--- src/i3c_daa_pkg.sv ---
`default_nettype none

package i3c_daa_pkg;

  // Provisional ID sent from pid[47] down to dcr[0]
  typedef struct packed {
    logic [47:0] pid;
    logic [7:0]  bcr;
    logic [7:0]  dcr;
  } daa_identity_t;

  typedef struct packed {
    logic req_bit;
    logic req_byte;
  } bus_rx_req_t;

  typedef struct packed {
    logic       req_bit;
    logic       req_byte;
    logic [7:0] value;
    logic       sel_od_pp;
  } bus_tx_req_t;

  // One-cycle flags from the bus monitor
  typedef struct packed {
    logic rstart_det;
    logic stop_det;
    logic scl_rise;
    logic scl_fall;
  } bus_events_t;

  // Broadcast address 7E with the read bit set
  localparam logic [7:0] BroadcastRead = 8'hFD;

endpackage

`default_nettype wire

--- src/i3c_bus_monitor.sv ---
`timescale 1ns/1ps
`default_nettype none

module i3c_bus_monitor #(
  parameter int unsigned SyncStages = 2
) (
  input  logic                     clk_i,
  input  logic                     rst_ni,
  input  logic                     scl_i,
  input  logic                     sda_i,
  output logic                     scl_o,
  output logic                     sda_o,
  output i3c_daa_pkg::bus_events_t events_o
);

  logic [SyncStages-1:0] scl_sync_q;
  logic [SyncStages-1:0] sda_sync_q;
  logic scl_prev_q;
  logic sda_prev_q;
  i3c_daa_pkg::bus_events_t events_d;
  i3c_daa_pkg::bus_events_t events_q;

  // Idle bus is high on both lines
  always_ff @(posedge clk_i or negedge rst_ni) begin
    if (!rst_ni) begin
      scl_sync_q <= '1;
      sda_sync_q <= '1;
      scl_prev_q <= 1'b1;
      sda_prev_q <= 1'b1;
      events_q   <= '0;
    end else begin
      scl_sync_q <= {scl_sync_q[SyncStages-2:0], scl_i};
      sda_sync_q <= {sda_sync_q[SyncStages-2:0], sda_i};
      scl_prev_q <= scl_o;
      sda_prev_q <= sda_o;
      events_q   <= events_d;
    end
  end

  assign scl_o = scl_sync_q[SyncStages-1];
  assign sda_o = sda_sync_q[SyncStages-1];

  // SDA moving while SCL is high marks START or STOP
  always_comb begin
    events_d.rstart_det = scl_o & scl_prev_q & sda_prev_q & ~sda_o;
    events_d.stop_det   = scl_o & scl_prev_q & ~sda_prev_q & sda_o;
    events_d.scl_rise   = scl_o & ~scl_prev_q;
    events_d.scl_fall   = ~scl_o & scl_prev_q;
  end

  assign events_o = events_q;

endmodule

`default_nettype wire

--- src/i3c_bus_rx.sv ---
`timescale 1ns/1ps
`default_nettype none

module i3c_bus_rx (
  input  logic                     clk_i,
  input  logic                     rst_ni,
  input  logic                     sda_i,
  input  i3c_daa_pkg::bus_events_t events_i,
  input  i3c_daa_pkg::bus_rx_req_t req_i,
  output logic [7:0]               data_o,
  output logic                     done_o
);

  logic [7:0] shift_q;
  logic [2:0] count_q;
  logic       done_q;
  logic       req_active;
  logic       bus_reset;
  logic       sample;

  assign req_active = req_i.req_bit | req_i.req_byte;
  assign bus_reset  = events_i.rstart_det | events_i.stop_det;
  // No sampling in the done cycle as the request is still the old one
  assign sample     = req_active & ~done_q & ~bus_reset & events_i.scl_rise;

  always_ff @(posedge clk_i or negedge rst_ni) begin
    if (!rst_ni) begin
      count_q <= '0;
      done_q  <= 1'b0;
    end else begin
      done_q <= 1'b0;
      if (bus_reset || !req_active || done_q) begin
        count_q <= '0;
      end else if (sample) begin
        if (req_i.req_bit || count_q == 3'd7) begin
          done_q  <= 1'b1;
          count_q <= '0;
        end else begin
          count_q <= count_q + 3'd1;
        end
      end
    end
  end

  // MSB first so a single bit ends up in bit 0
  always_ff @(posedge clk_i) begin
    if (sample) begin
      shift_q <= {shift_q[6:0], sda_i};
    end
  end

  assign data_o = shift_q;
  assign done_o = done_q;

endmodule

`default_nettype wire

--- src/i3c_bus_tx.sv ---
`timescale 1ns/1ps
`default_nettype none

module i3c_bus_tx (
  input  logic                     clk_i,
  input  logic                     rst_ni,
  input  logic                     sda_i,
  input  logic                     scl_i,
  input  i3c_daa_pkg::bus_events_t events_i,
  input  i3c_daa_pkg::bus_tx_req_t req_i,
  output logic                     done_o,
  output logic                     arbitration_lost_o,
  output logic                     sda_oe_o,
  output logic                     sel_od_pp_o
);

  logic       busy_q;
  logic       placed_q;
  logic       done_q;
  logic       lost_q;
  logic       sda_oe_q;
  logic       sel_q;
  logic [7:0] shift_q;
  logic [3:0] bits_left_q;
  logic       req_active;
  logic       load;
  logic       first_bit;

  assign req_active = req_i.req_bit | req_i.req_byte;
  assign load       = req_active & ~busy_q & ~done_q;
  assign first_bit  = req_i.req_byte ? req_i.value[7] : req_i.value[0];

  always_ff @(posedge clk_i or negedge rst_ni) begin
    if (!rst_ni) begin
      busy_q      <= 1'b0;
      placed_q    <= 1'b0;
      done_q      <= 1'b0;
      lost_q      <= 1'b0;
      sda_oe_q    <= 1'b0;
      sel_q       <= 1'b0;
      shift_q     <= '0;
      bits_left_q <= '0;
    end else begin
      done_q <= 1'b0;
      if (events_i.rstart_det || events_i.stop_det) begin
        busy_q   <= 1'b0;
        placed_q <= 1'b0;
        sda_oe_q <= 1'b0;
      end else if (load) begin
        busy_q      <= 1'b1;
        lost_q      <= 1'b0;
        sel_q       <= req_i.sel_od_pp;
        shift_q     <= req_i.req_byte ? req_i.value : {req_i.value[0], 7'h00};
        bits_left_q <= req_i.req_byte ? 4'd8 : 4'd1;
        // SCL already low so the bit can go out right away
        if (!scl_i) begin
          sda_oe_q <= ~first_bit;
          placed_q <= 1'b1;
        end
      end else if (busy_q) begin
        if (!placed_q && events_i.scl_fall) begin
          sda_oe_q <= ~shift_q[7];
          placed_q <= 1'b1;
        end else if (placed_q && events_i.scl_rise) begin
          placed_q    <= 1'b0;
          shift_q     <= {shift_q[6:0], 1'b0};
          bits_left_q <= bits_left_q - 4'd1;
          if (shift_q[7] && !sda_i) begin
            // Someone else pulled low and won
            lost_q   <= 1'b1;
            sda_oe_q <= 1'b0;
            busy_q   <= 1'b0;
            done_q   <= 1'b1;
          end else if (bits_left_q == 4'd1) begin
            busy_q <= 1'b0;
            done_q <= 1'b1;
          end
        end
      end else if (events_i.scl_fall) begin
        // Last bit is held through SCL high and released here
        sda_oe_q <= 1'b0;
      end
    end
  end

  assign done_o             = done_q;
  assign arbitration_lost_o = lost_q;
  assign sda_oe_o           = sda_oe_q;
  assign sel_od_pp_o        = sel_q;

endmodule

`default_nettype wire

--- src/ccc_entdaa.sv ---
`timescale 1ns/1ps
`default_nettype none

module ccc_entdaa (
  input  logic                       clk_i,
  input  logic                       rst_ni,
  input  i3c_daa_pkg::daa_identity_t identity_i,
  input  i3c_daa_pkg::daa_identity_t virtual_identity_i,
  input  logic                       process_virtual_i,
  input  logic                       start_daa_i,
  input  i3c_daa_pkg::bus_events_t   events_i,
  input  logic [7:0]                 rx_data_i,
  input  logic                       rx_done_i,
  input  logic                       tx_done_i,
  input  logic                       arbitration_lost_i,
  output i3c_daa_pkg::bus_rx_req_t   rx_req_o,
  output i3c_daa_pkg::bus_tx_req_t   tx_req_o,
  output logic                       done_daa_o,
  output logic [6:0]                 address_o,
  output logic                       address_valid_o
);

  typedef enum logic [3:0] {
    Idle            = 4'h0,
    WaitStart       = 4'h1,
    ReceiveRsvdByte = 4'h2,
    AckRsvdByte     = 4'h3,
    SendNack        = 4'h4,
    SendID          = 4'h5,
    PrepareIDBit    = 4'h6,
    SendIDBit       = 4'h7,
    LostArbitration = 4'h8,
    ReceiveAddr     = 4'h9,
    AckAddr         = 4'ha,
    Done            = 4'hb,
    Error           = 4'hc
  } state_e;

  state_e      state_q, state_d;
  logic [6:0]  id_bit_count;
  logic        load_id_counter;
  logic        tick_id_counter;
  logic        reserved_byte_ok;
  logic        parity_ok;
  logic [63:0] device_id;

  assign reserved_byte_ok = (rx_data_i == i3c_daa_pkg::BroadcastRead);
  // Odd parity over address and parity bit
  assign parity_ok        = ^rx_data_i;
  assign device_id        = process_virtual_i ? virtual_identity_i : identity_i;
  assign done_daa_o       = (state_q == Done);

  always_ff @(posedge clk_i or negedge rst_ni) begin
    if (!rst_ni) begin
      id_bit_count <= '0;
    end else if (load_id_counter) begin
      id_bit_count <= 7'd64;
    end else if (tick_id_counter) begin
      id_bit_count <= id_bit_count - 7'd1;
    end
  end

  always_comb begin
    state_d = state_q;
    unique case (state_q)
      Idle:            if (start_daa_i) state_d = WaitStart;
      WaitStart:       if (events_i.rstart_det) state_d = ReceiveRsvdByte;
      ReceiveRsvdByte: begin
        if (rx_done_i) begin
          state_d = reserved_byte_ok ? AckRsvdByte : SendNack;
        end
      end
      AckRsvdByte:     if (tx_done_i) state_d = SendID;
      SendNack:        if (tx_done_i) state_d = Error;
      SendID:          state_d = PrepareIDBit;
      PrepareIDBit:    if (id_bit_count != '0) state_d = SendIDBit;
      SendIDBit: begin
        if (tx_done_i) begin
          if (arbitration_lost_i) begin
            state_d = LostArbitration;
          end else if (id_bit_count == '0) begin
            state_d = ReceiveAddr;
          end else begin
            state_d = PrepareIDBit;
          end
        end
      end
      LostArbitration: state_d = Error;
      ReceiveAddr: begin
        if (rx_done_i) begin
          state_d = parity_ok ? AckAddr : SendNack;
        end
      end
      AckAddr:         if (tx_done_i) state_d = Done;
      Done:            state_d = Idle;
      Error:           state_d = Idle;
      default:         state_d = Idle;
    endcase
  end

  always_comb begin
    rx_req_o        = '0;
    tx_req_o        = '0;
    load_id_counter = 1'b0;
    tick_id_counter = 1'b0;
    address_o       = '0;
    address_valid_o = 1'b0;
    unique case (state_q)
      ReceiveRsvdByte: rx_req_o.req_byte = 1'b1;
      AckRsvdByte:     tx_req_o.req_bit = 1'b1;
      SendNack: begin
        tx_req_o.req_bit = 1'b1;
        tx_req_o.value   = 8'h01;
      end
      SendID:          load_id_counter = 1'b1;
      PrepareIDBit:    tick_id_counter = 1'b1;
      SendIDBit: begin
        tx_req_o.req_bit = 1'b1;
        tx_req_o.value   = {7'h00, device_id[id_bit_count[5:0]]};
      end
      ReceiveAddr: begin
        rx_req_o.req_byte = 1'b1;
        // Reported on completion with parity checked separately
        if (rx_done_i) begin
          address_valid_o = 1'b1;
          address_o       = rx_data_i[7:1];
        end
      end
      AckAddr:         tx_req_o.req_bit = 1'b1;
      default: begin
      end
    endcase
  end

  always_ff @(posedge clk_i or negedge rst_ni) begin
    if (!rst_ni) begin
      state_q <= Idle;
    end else if (events_i.stop_det) begin
      state_q <= Done;
    end else begin
      state_q <= state_d;
    end
  end

endmodule

`default_nettype wire

--- src/i3c_daa_target.sv ---
`timescale 1ns/1ps
`default_nettype none

module i3c_daa_target #(
  parameter int unsigned SyncStages = 2
) (
  input  logic                       clk_i,
  input  logic                       rst_ni,
  input  logic                       scl_i,
  input  logic                       sda_i,
  input  i3c_daa_pkg::daa_identity_t identity_i,
  input  i3c_daa_pkg::daa_identity_t virtual_identity_i,
  input  logic                       process_virtual_i,
  input  logic                       start_daa_i,
  output logic                       sda_oe_o,
  output logic                       sel_od_pp_o,
  output logic                       done_daa_o,
  output logic [6:0]                 address_o,
  output logic                       address_valid_o
);

  logic                     scl_sync;
  logic                     sda_sync;
  i3c_daa_pkg::bus_events_t events;
  i3c_daa_pkg::bus_rx_req_t rx_req;
  i3c_daa_pkg::bus_tx_req_t tx_req;
  logic [7:0]               rx_data;
  logic                     rx_done;
  logic                     tx_done;
  logic                     arbitration_lost;

  i3c_bus_monitor #(
    .SyncStages(SyncStages)
  ) u_bus_monitor (
    .clk_i   (clk_i),
    .rst_ni  (rst_ni),
    .scl_i   (scl_i),
    .sda_i   (sda_i),
    .scl_o   (scl_sync),
    .sda_o   (sda_sync),
    .events_o(events)
  );

  i3c_bus_rx u_bus_rx (
    .clk_i   (clk_i),
    .rst_ni  (rst_ni),
    .sda_i   (sda_sync),
    .events_i(events),
    .req_i   (rx_req),
    .data_o  (rx_data),
    .done_o  (rx_done)
  );

  i3c_bus_tx u_bus_tx (
    .clk_i             (clk_i),
    .rst_ni            (rst_ni),
    .sda_i             (sda_sync),
    .scl_i             (scl_sync),
    .events_i          (events),
    .req_i             (tx_req),
    .done_o            (tx_done),
    .arbitration_lost_o(arbitration_lost),
    .sda_oe_o          (sda_oe_o),
    .sel_od_pp_o       (sel_od_pp_o)
  );

  ccc_entdaa u_ccc_entdaa (
    .clk_i             (clk_i),
    .rst_ni            (rst_ni),
    .identity_i        (identity_i),
    .virtual_identity_i(virtual_identity_i),
    .process_virtual_i (process_virtual_i),
    .start_daa_i       (start_daa_i),
    .events_i          (events),
    .rx_data_i         (rx_data),
    .rx_done_i         (rx_done),
    .tx_done_i         (tx_done),
    .arbitration_lost_i(arbitration_lost),
    .rx_req_o          (rx_req),
    .tx_req_o          (tx_req),
    .done_daa_o        (done_daa_o),
    .address_o         (address_o),
    .address_valid_o   (address_valid_o)
  );

endmodule

`default_nettype wire

--- config.mk ---
export PLATFORM = sky130hd
export DESIGN_NAME = i3c_daa_target
export DESIGN_NICKNAME = d
export VERILOG_FILES = /design/src/i3c_daa_pkg.sv /design/src/i3c_bus_monitor.sv /design/src/i3c_bus_rx.sv /design/src/i3c_bus_tx.sv /design/src/ccc_entdaa.sv /design/src/i3c_daa_target.sv
export SDC_FILE = /design/constraint.sdc
export NUM_CORES = 1
export LEC_CHECK = 0
export BUFFER_PORTS_ARGS = -buffer_cell sky130_fd_sc_hd__buf_4
export CELL_PAD_IN_SITES_DETAIL_PLACEMENT = 0
export CELL_PAD_IN_SITES_GLOBAL_PLACEMENT = 1
export CORE_MARGIN = 2
export CORE_UTILIZATION = 25
export DETAILED_ROUTE_END_ITERATION = 10
export PLACE_DENSITY_LB_ADDON = 0.1
export SYNTH_ARGS = -nofsm -noshare
export SYNTH_HDL_FRONTEND = slang
export SYNTH_SLANG_ARGS = --single-unit
--- constraint.sdc ---
create_clock -name clk_i -period 3.12 [get_ports clk_i]
set_input_delay 0.624 -clock clk_i [delete_from_list [all_inputs] [get_ports clk_i]]
set_output_delay 0.624 -clock clk_i [all_outputs]
set_load 0.03 [all_outputs]
# Word level (Yosys, flattened, before mapping)
# Cells that the tools add are included.
[word_totals] register_bits=50 out_inout_bits=11
[op_classes] eq_ne=27 addsub=3 muxes=76 reduce_logical=28 bitwise=24 n_lt_le_gt_ge=1
[op_table] cell="$mux W4" n=17
[op_table] cell="$mux W64" n=1
[op_table] cell="$pmux W4 S11" n=1
[op_table] cell="$mux W1" n=43
[op_table] cell="$mux W8" n=4
[op_table] cell="$mux W7" n=4
[op_table] cell="$ne A3 B3 Y1 const B" n=9
[op_table] cell="$eq A4 B3 Y1 const B" n=4
[op_table] cell="$eq A4 B4 Y1 const B" n=4
[op_table] cell="$and A1 B1 Y1" n=12
[op_table] cell="$mux W3" n=4
[op_table] cell="$not A1 Y1" n=11
[op_table] cell="$ne A5 B5 Y1 const B" n=2
[op_table] cell="$reduce_bool A2 Y1" n=5
[op_table] cell="$reduce_and A9 Y1" n=1
[op_table] cell="$eq A4 B1 Y1 const B" n=2
[op_table] cell="$eq A4 B2 Y1 const B" n=2
[op_table] cell="$eq A8 B8 Y1 const B" n=1
[op_table] cell="$reduce_and A4 Y1" n=2
[op_table] cell="$reduce_bool A4 Y1" n=2
[op_table] cell="$reduce_xor A8 Y1" n=1
[op_table] cell="$logic_not A7 Y1" n=1
[op_table] cell="$lt A6 B7 Y1 const B" n=1
[op_table] cell="$reduce_bool A7 Y1" n=1
[op_table] cell="other kinds (18)" n=24

# Longest topological paths before layout
[depth] ltp_word=8 ltp_mapped=10

# By module
# Synthesis repeated with hierarchy kept, for this count alone.
[unflattened] hier_cells=369 hier_area_um2=3981.3
[by_module_without_submodules] mod="ccc_entdaa" area_per_inst_um2=2242.2 cells_each=239 seq_area_each_um2=275.3 instances=1
[by_module_without_submodules] mod="i3c_bus_tx" area_per_inst_um2=987.2 cells_each=91 seq_area_each_um2=450.4 instances=1
[by_module_without_submodules] mod="i3c_bus_rx" area_per_inst_um2=459.2 cells_each=25 seq_area_each_um2=340.3 instances=1
[by_module_without_submodules] mod="i3c_bus_monitor" area_per_inst_um2=292.8 cells_each=14 seq_area_each_um2=257.7 instances=1

# Worst setup path after synthesis
# Ideal clock, no wire load.
[synth_path] kind="reg2out" start="reg u_ccc_entdaa.state_q[0]" end="out address_o[1]" path_stages_with_launch=6 required_time_ps=2496 n_path_buf=1 path_slack_ps=499 arrival_time_ps=1997 path_cell_list="dfrtp_1 > clkbuf_1 > nor2b_1 > nand2_1 > nor2_1 > and2_1"
[synth_via] elab_chain_cells=2
[synth_rtl] item="from (decl)" line="ccc_entdaa.sv:39" source="state_e state_q, state_d;"
[synth_rtl] item="from (signal assigned)" line="ccc_entdaa.sv:137" source="state_q <= Idle;"
[synth_rtl] item="from (signal assigned)" line="ccc_entdaa.sv:139" source="state_q <= Done;"
[synth_rtl] item="from (signal assigned)" line="ccc_entdaa.sv:141" source="state_q <= state_d;"
[synth_rtl] item="$eq A4 B4 Y1" line="ccc_entdaa.sv:108" source="unique case (state_q)"
[synth_rtl] item="$mux W7" line="ccc_entdaa.sv:108"
[synth_rtl] item="to (decl)" line="i3c_daa_target.sv:18" source="output logic [6:0] address_o,"
# No other way between the ends.

# Worst setup path in the final report
[layout_path] start="reg u_ccc_entdaa.id_bit_count[0]" end="reg u_bus_tx.sda_oe_q (netlist: u_bus_tx.sda_oe_o)"
[layout_via] elab_chain_cells=7
[layout_rtl] item="from (decl)" line="ccc_entdaa.sv:40" source="logic [6:0] id_bit_count;"
[layout_rtl] item="from (signal assigned)" line="ccc_entdaa.sv:59" source="id_bit_count <= id_bit_count - 7'd1;"
[layout_rtl] item="$bmux W1 S6" line="ccc_entdaa.sv:119" source="tx_req_o.value = {7'h00, device_id[id_bit_count[5:0]]};"
[layout_rtl] item="$mux W1 (implied by the code)" line="ccc_entdaa.sv:119"
[layout_rtl] item="$pmux W1 S2" line="ccc_entdaa.sv:108"
[layout_rtl] item="$not A1 Y1" line="i3c_bus_tx.sv:57" source="sda_oe_q <= ~first_bit;"
[layout_rtl] item="$mux W1" line="i3c_bus_tx.sv:56" source="if (!scl_i) begin"
[layout_rtl] item="$mux W1" line="i3c_bus_tx.sv:49" source="end else if (load) begin"
[layout_rtl] item="$mux W1" line="i3c_bus_tx.sv:45" source="if (events_i.rstart_det || events_i.stop_det) begin"
[layout_rtl] item="to (signal assigned)" line="i3c_bus_tx.sv:57"
[layout_rtl] item="to (signal assigned)" line="i3c_bus_tx.sv:62" source="sda_oe_q <= ~shift_q[7];"
[layout_rtl] item="to (decl)" line="i3c_bus_tx.sv:21" source="logic sda_oe_q;"
# No other way between the ends. The select of a mux whose other input is x is not followed.
# A chain may end at the register's enable or synchronous reset.

==> results.ini <==
[yosys]
yosysTopAreaCell=dfrtp_1
synth_cell_types=55
synth_nets=454
synth.most_common_cell=nand2_1
synth_area_per_cell_um2=10.7
seq_area_frac_synth_pct=33.9
yosysWarnings=0
synth-edff-count=8
yosys-top-cells-area=dfrtp_1, mux4_1, mux4_2
netlist_top_cells_count=nand2_1, dfrtp_1, nor2_1
synth_top_area_share_pct=21.9
ys_seq_elements=43
synth_area_mm2=0.00331
synth-main-ff-cell=dfrtp_1
synthArstFlopShare_pct=81.4
syn_inst=310

[setup_path]
slowest_stage=dfrtp_1
path_buf_inv=1
crit_chain=buf_4, mux4_1, mux4_2, nor2_1, o311ai_0, a31oi_1, o22a_2
r2r_start=u_ccc_entdaa.id_bit_count[0]
r2r_cells=7
cpPeakStageDelay_ns=0.62
cp_top_family=multiplexers
rrSetupSlack_ns=0.58
startpoint_type=flip-flop
worst_ep_required_time_ns=3.34
path_max_fanout=16
r2r_end=u_bus_tx.sda_oe_o
cp.arrival_ns=2.77
cp-end-kind=flip-flop
critPathKind=flip-flop to flip-flop

[final_layout]
seq_area_mm2=0.00112
finalNetCount=597
final_util_pct=36.3
drive_above_1_share_pct=43.2
num_antenna_cells=0
synthToLayoutAreaGrowth_pct=43.4
fillerInstances=1303
multi_input_area_mm2=0.00204

[status]
status=complete, no violations

[detailed_routing]
drt_first_pass_iters=4
viasPerCell=4.74
ant_nets=0
drc_errors=0
totalWireLength_um=10200
wire_per_inst_um=16.3
vias=2985
drt_iter0_markers=104

[sta]
skew_ns=0.00522
hold_ws_ns=0.284
worst_slew_pin_slew_ns=0.627
max_freq_mhz=393
finalCritPeriodShare_pct=81.5
worst_slack_ns=0.576
hold_viol=0
tns_ns=0
setup_viol=0
rsz0062_at_grt=no
period_minus_slack_ns=2.54
maxSlewHeadroom_pct=57.1
slew_viol_final=0

[clock_network]
cts-htree-levels=2
post_cts_resized=0
cts_buffer_depth=2
cts_buffers=5
cts_root_buf=clkbuf_16
holdBufCountCts=0
clk_pin_slew_ns=0.06
cts_tree=done
clk_latency_ns=0.28
post-cts-setup-buffers=0
cts.sink_count=43

[job]
cap_violations=0

[floorplanning]
fp.dieH_um=119
boundaryPins=145
start_util_pct=25.3
num_rows=42
fp.coreArea_mm2=0.0131
die_w_um=119
die_area_mm2=0.0142

[global_routing]
grt_overflow=0
grt_usage_pct=14.7
first_global_vias=3194
grt_max_degree=36
grt_pass1_wl_um=16500
antenna_found_initial=0

[placed_design]
dp_hpwl_um=8290
numPortBuffers=143
pre_cts_slack_ns=0.271
gp_routability_congestion=0.722

[hold_path]
holdCritPathClass=input port to asynchronous set/reset pin

[power_and_ir_drop]
ir_drop_v=0.000297
total_power_mw=2.99
power.leakage_nw=2.10
power_density_mw_per_mm2=629

==> layout by cell type (no fill, tap or decap), drive strengths merged, types with 3 or more instances in the layout <==
cell type / instances
xnor2: 3
buf: 153
nor2: 26
nor3b: 3
nand3: 12
clkbuf: 7
a21oi: 13
xor2: 3
inv: 11
and2: 7
o22ai: 5
nand2b: 4
or2: 4
edfxtp: 8
a2111oi: 5
or4: 3
dfstp: 6
nor2b: 9
mux2i: 8
nand2: 30
o21ai: 15
mux4: 30
nor3: 11
dfrtp: 29
a211o: 3
ha: 10
mux2: 4
a31oi: 4
==> routing by layer <==
metal,vias to the layer above,share of wire [%],global-route usage (%)
li1,1484,-,-
met2,71,51,26.0
met4,0,0.86,2.46
met1,1423,44,19.1
met3,7,4.6,2.73
met5,-,0,0
==> kinds of logic after synthesis <==
group                    Yosys count  synth area share, %
buffers and inverters             28                 4.38
AND/OR/NAND/NOR                  119                 18.0
other                              1                0.113
flip-flops                        43                 33.9
multiplexers                      42                 25.9
AO/OA/AOI/OAI                     61                 12.3
XOR/XNOR                           6                 1.59
adder cells (fa/ha/maj)           10                 3.78
==> worst max-delay path by stage <==
stage | start | end | slack [ns] | cells past startpoint
final | u_ccc_entdaa.id_bit_count[0] | u_bus_tx.sda_oe_o | 0.58 | 7
after global routing | u_ccc_entdaa.state_q[0] | address_o[5] | 0.29 | 5
after CTS | u_ccc_entdaa.id_bit_count[0] | u_bus_tx.sda_oe_o | 0.55 | 7
after detailed placement | process_virtual_i | u_bus_tx.sda_oe_o | 0.27 | 9
after global placement | process_virtual_i | u_bus_tx.sda_oe_o | 0.31 | 9
after floorplan | u_ccc_entdaa.state_q[0] | address_o[1] | 0.50 | 5
==> through the flow <==
stage | cell area [um^2] | instances
2_1_floorplan | 3310 | 310
3_3_place_gp | 4590 | 622
3_5_place_dp | 4590 | 622
4_1_cts | 4750 | 630
5_1_grt | 4750 | 630
6_report | 4750 | 630
==> where the power goes <==
group          switching, mW  internal (mW)
Clock                  0.210          0.340
Combinational          0.776          0.732
Sequential             0.217          0.713
Total                   1.20           1.78
==> registers in the layout, indices dropped and copies added (netlist names), 2 cells and up <==
signal / flops
u_ccc_entdaa.state_q: 4
u_bus_rx.data_o: 8
u_bus_tx.bits_left_q: 4
u_bus_monitor.sda_sync_q: 2
u_bus_rx.count_q: 3
u_bus_monitor.events_o: 4
u_bus_monitor.scl_sync_q: 2
u_ccc_entdaa.id_bit_count: 7
==> worst reg2reg max path: cells and delay by family (launching register included) <==
family	cells	cell delay (ns)
compound gates	3	0.59
buf+inv	1	0.33
flops	1	0.62
mux	2	0.82
simple gates	1	0.13
==> final cells by class <==
| cell class | instances | share of cell area [%] |
|---|---|---|
| Multi-Input combinational cell | 239 | 43.0 |
| Timing Repair Buffer | 153 | 24.4 |
| Sequential cell | 43 | 23.7 |
| Tap cell | 176 | 4.64 |
| Clock buffer | 7 | 3.21 |
| Inverter | 11 | 0.869 |
| Clock inverter | 1 | 0.158 |
(Power assumes the default switching activity.)
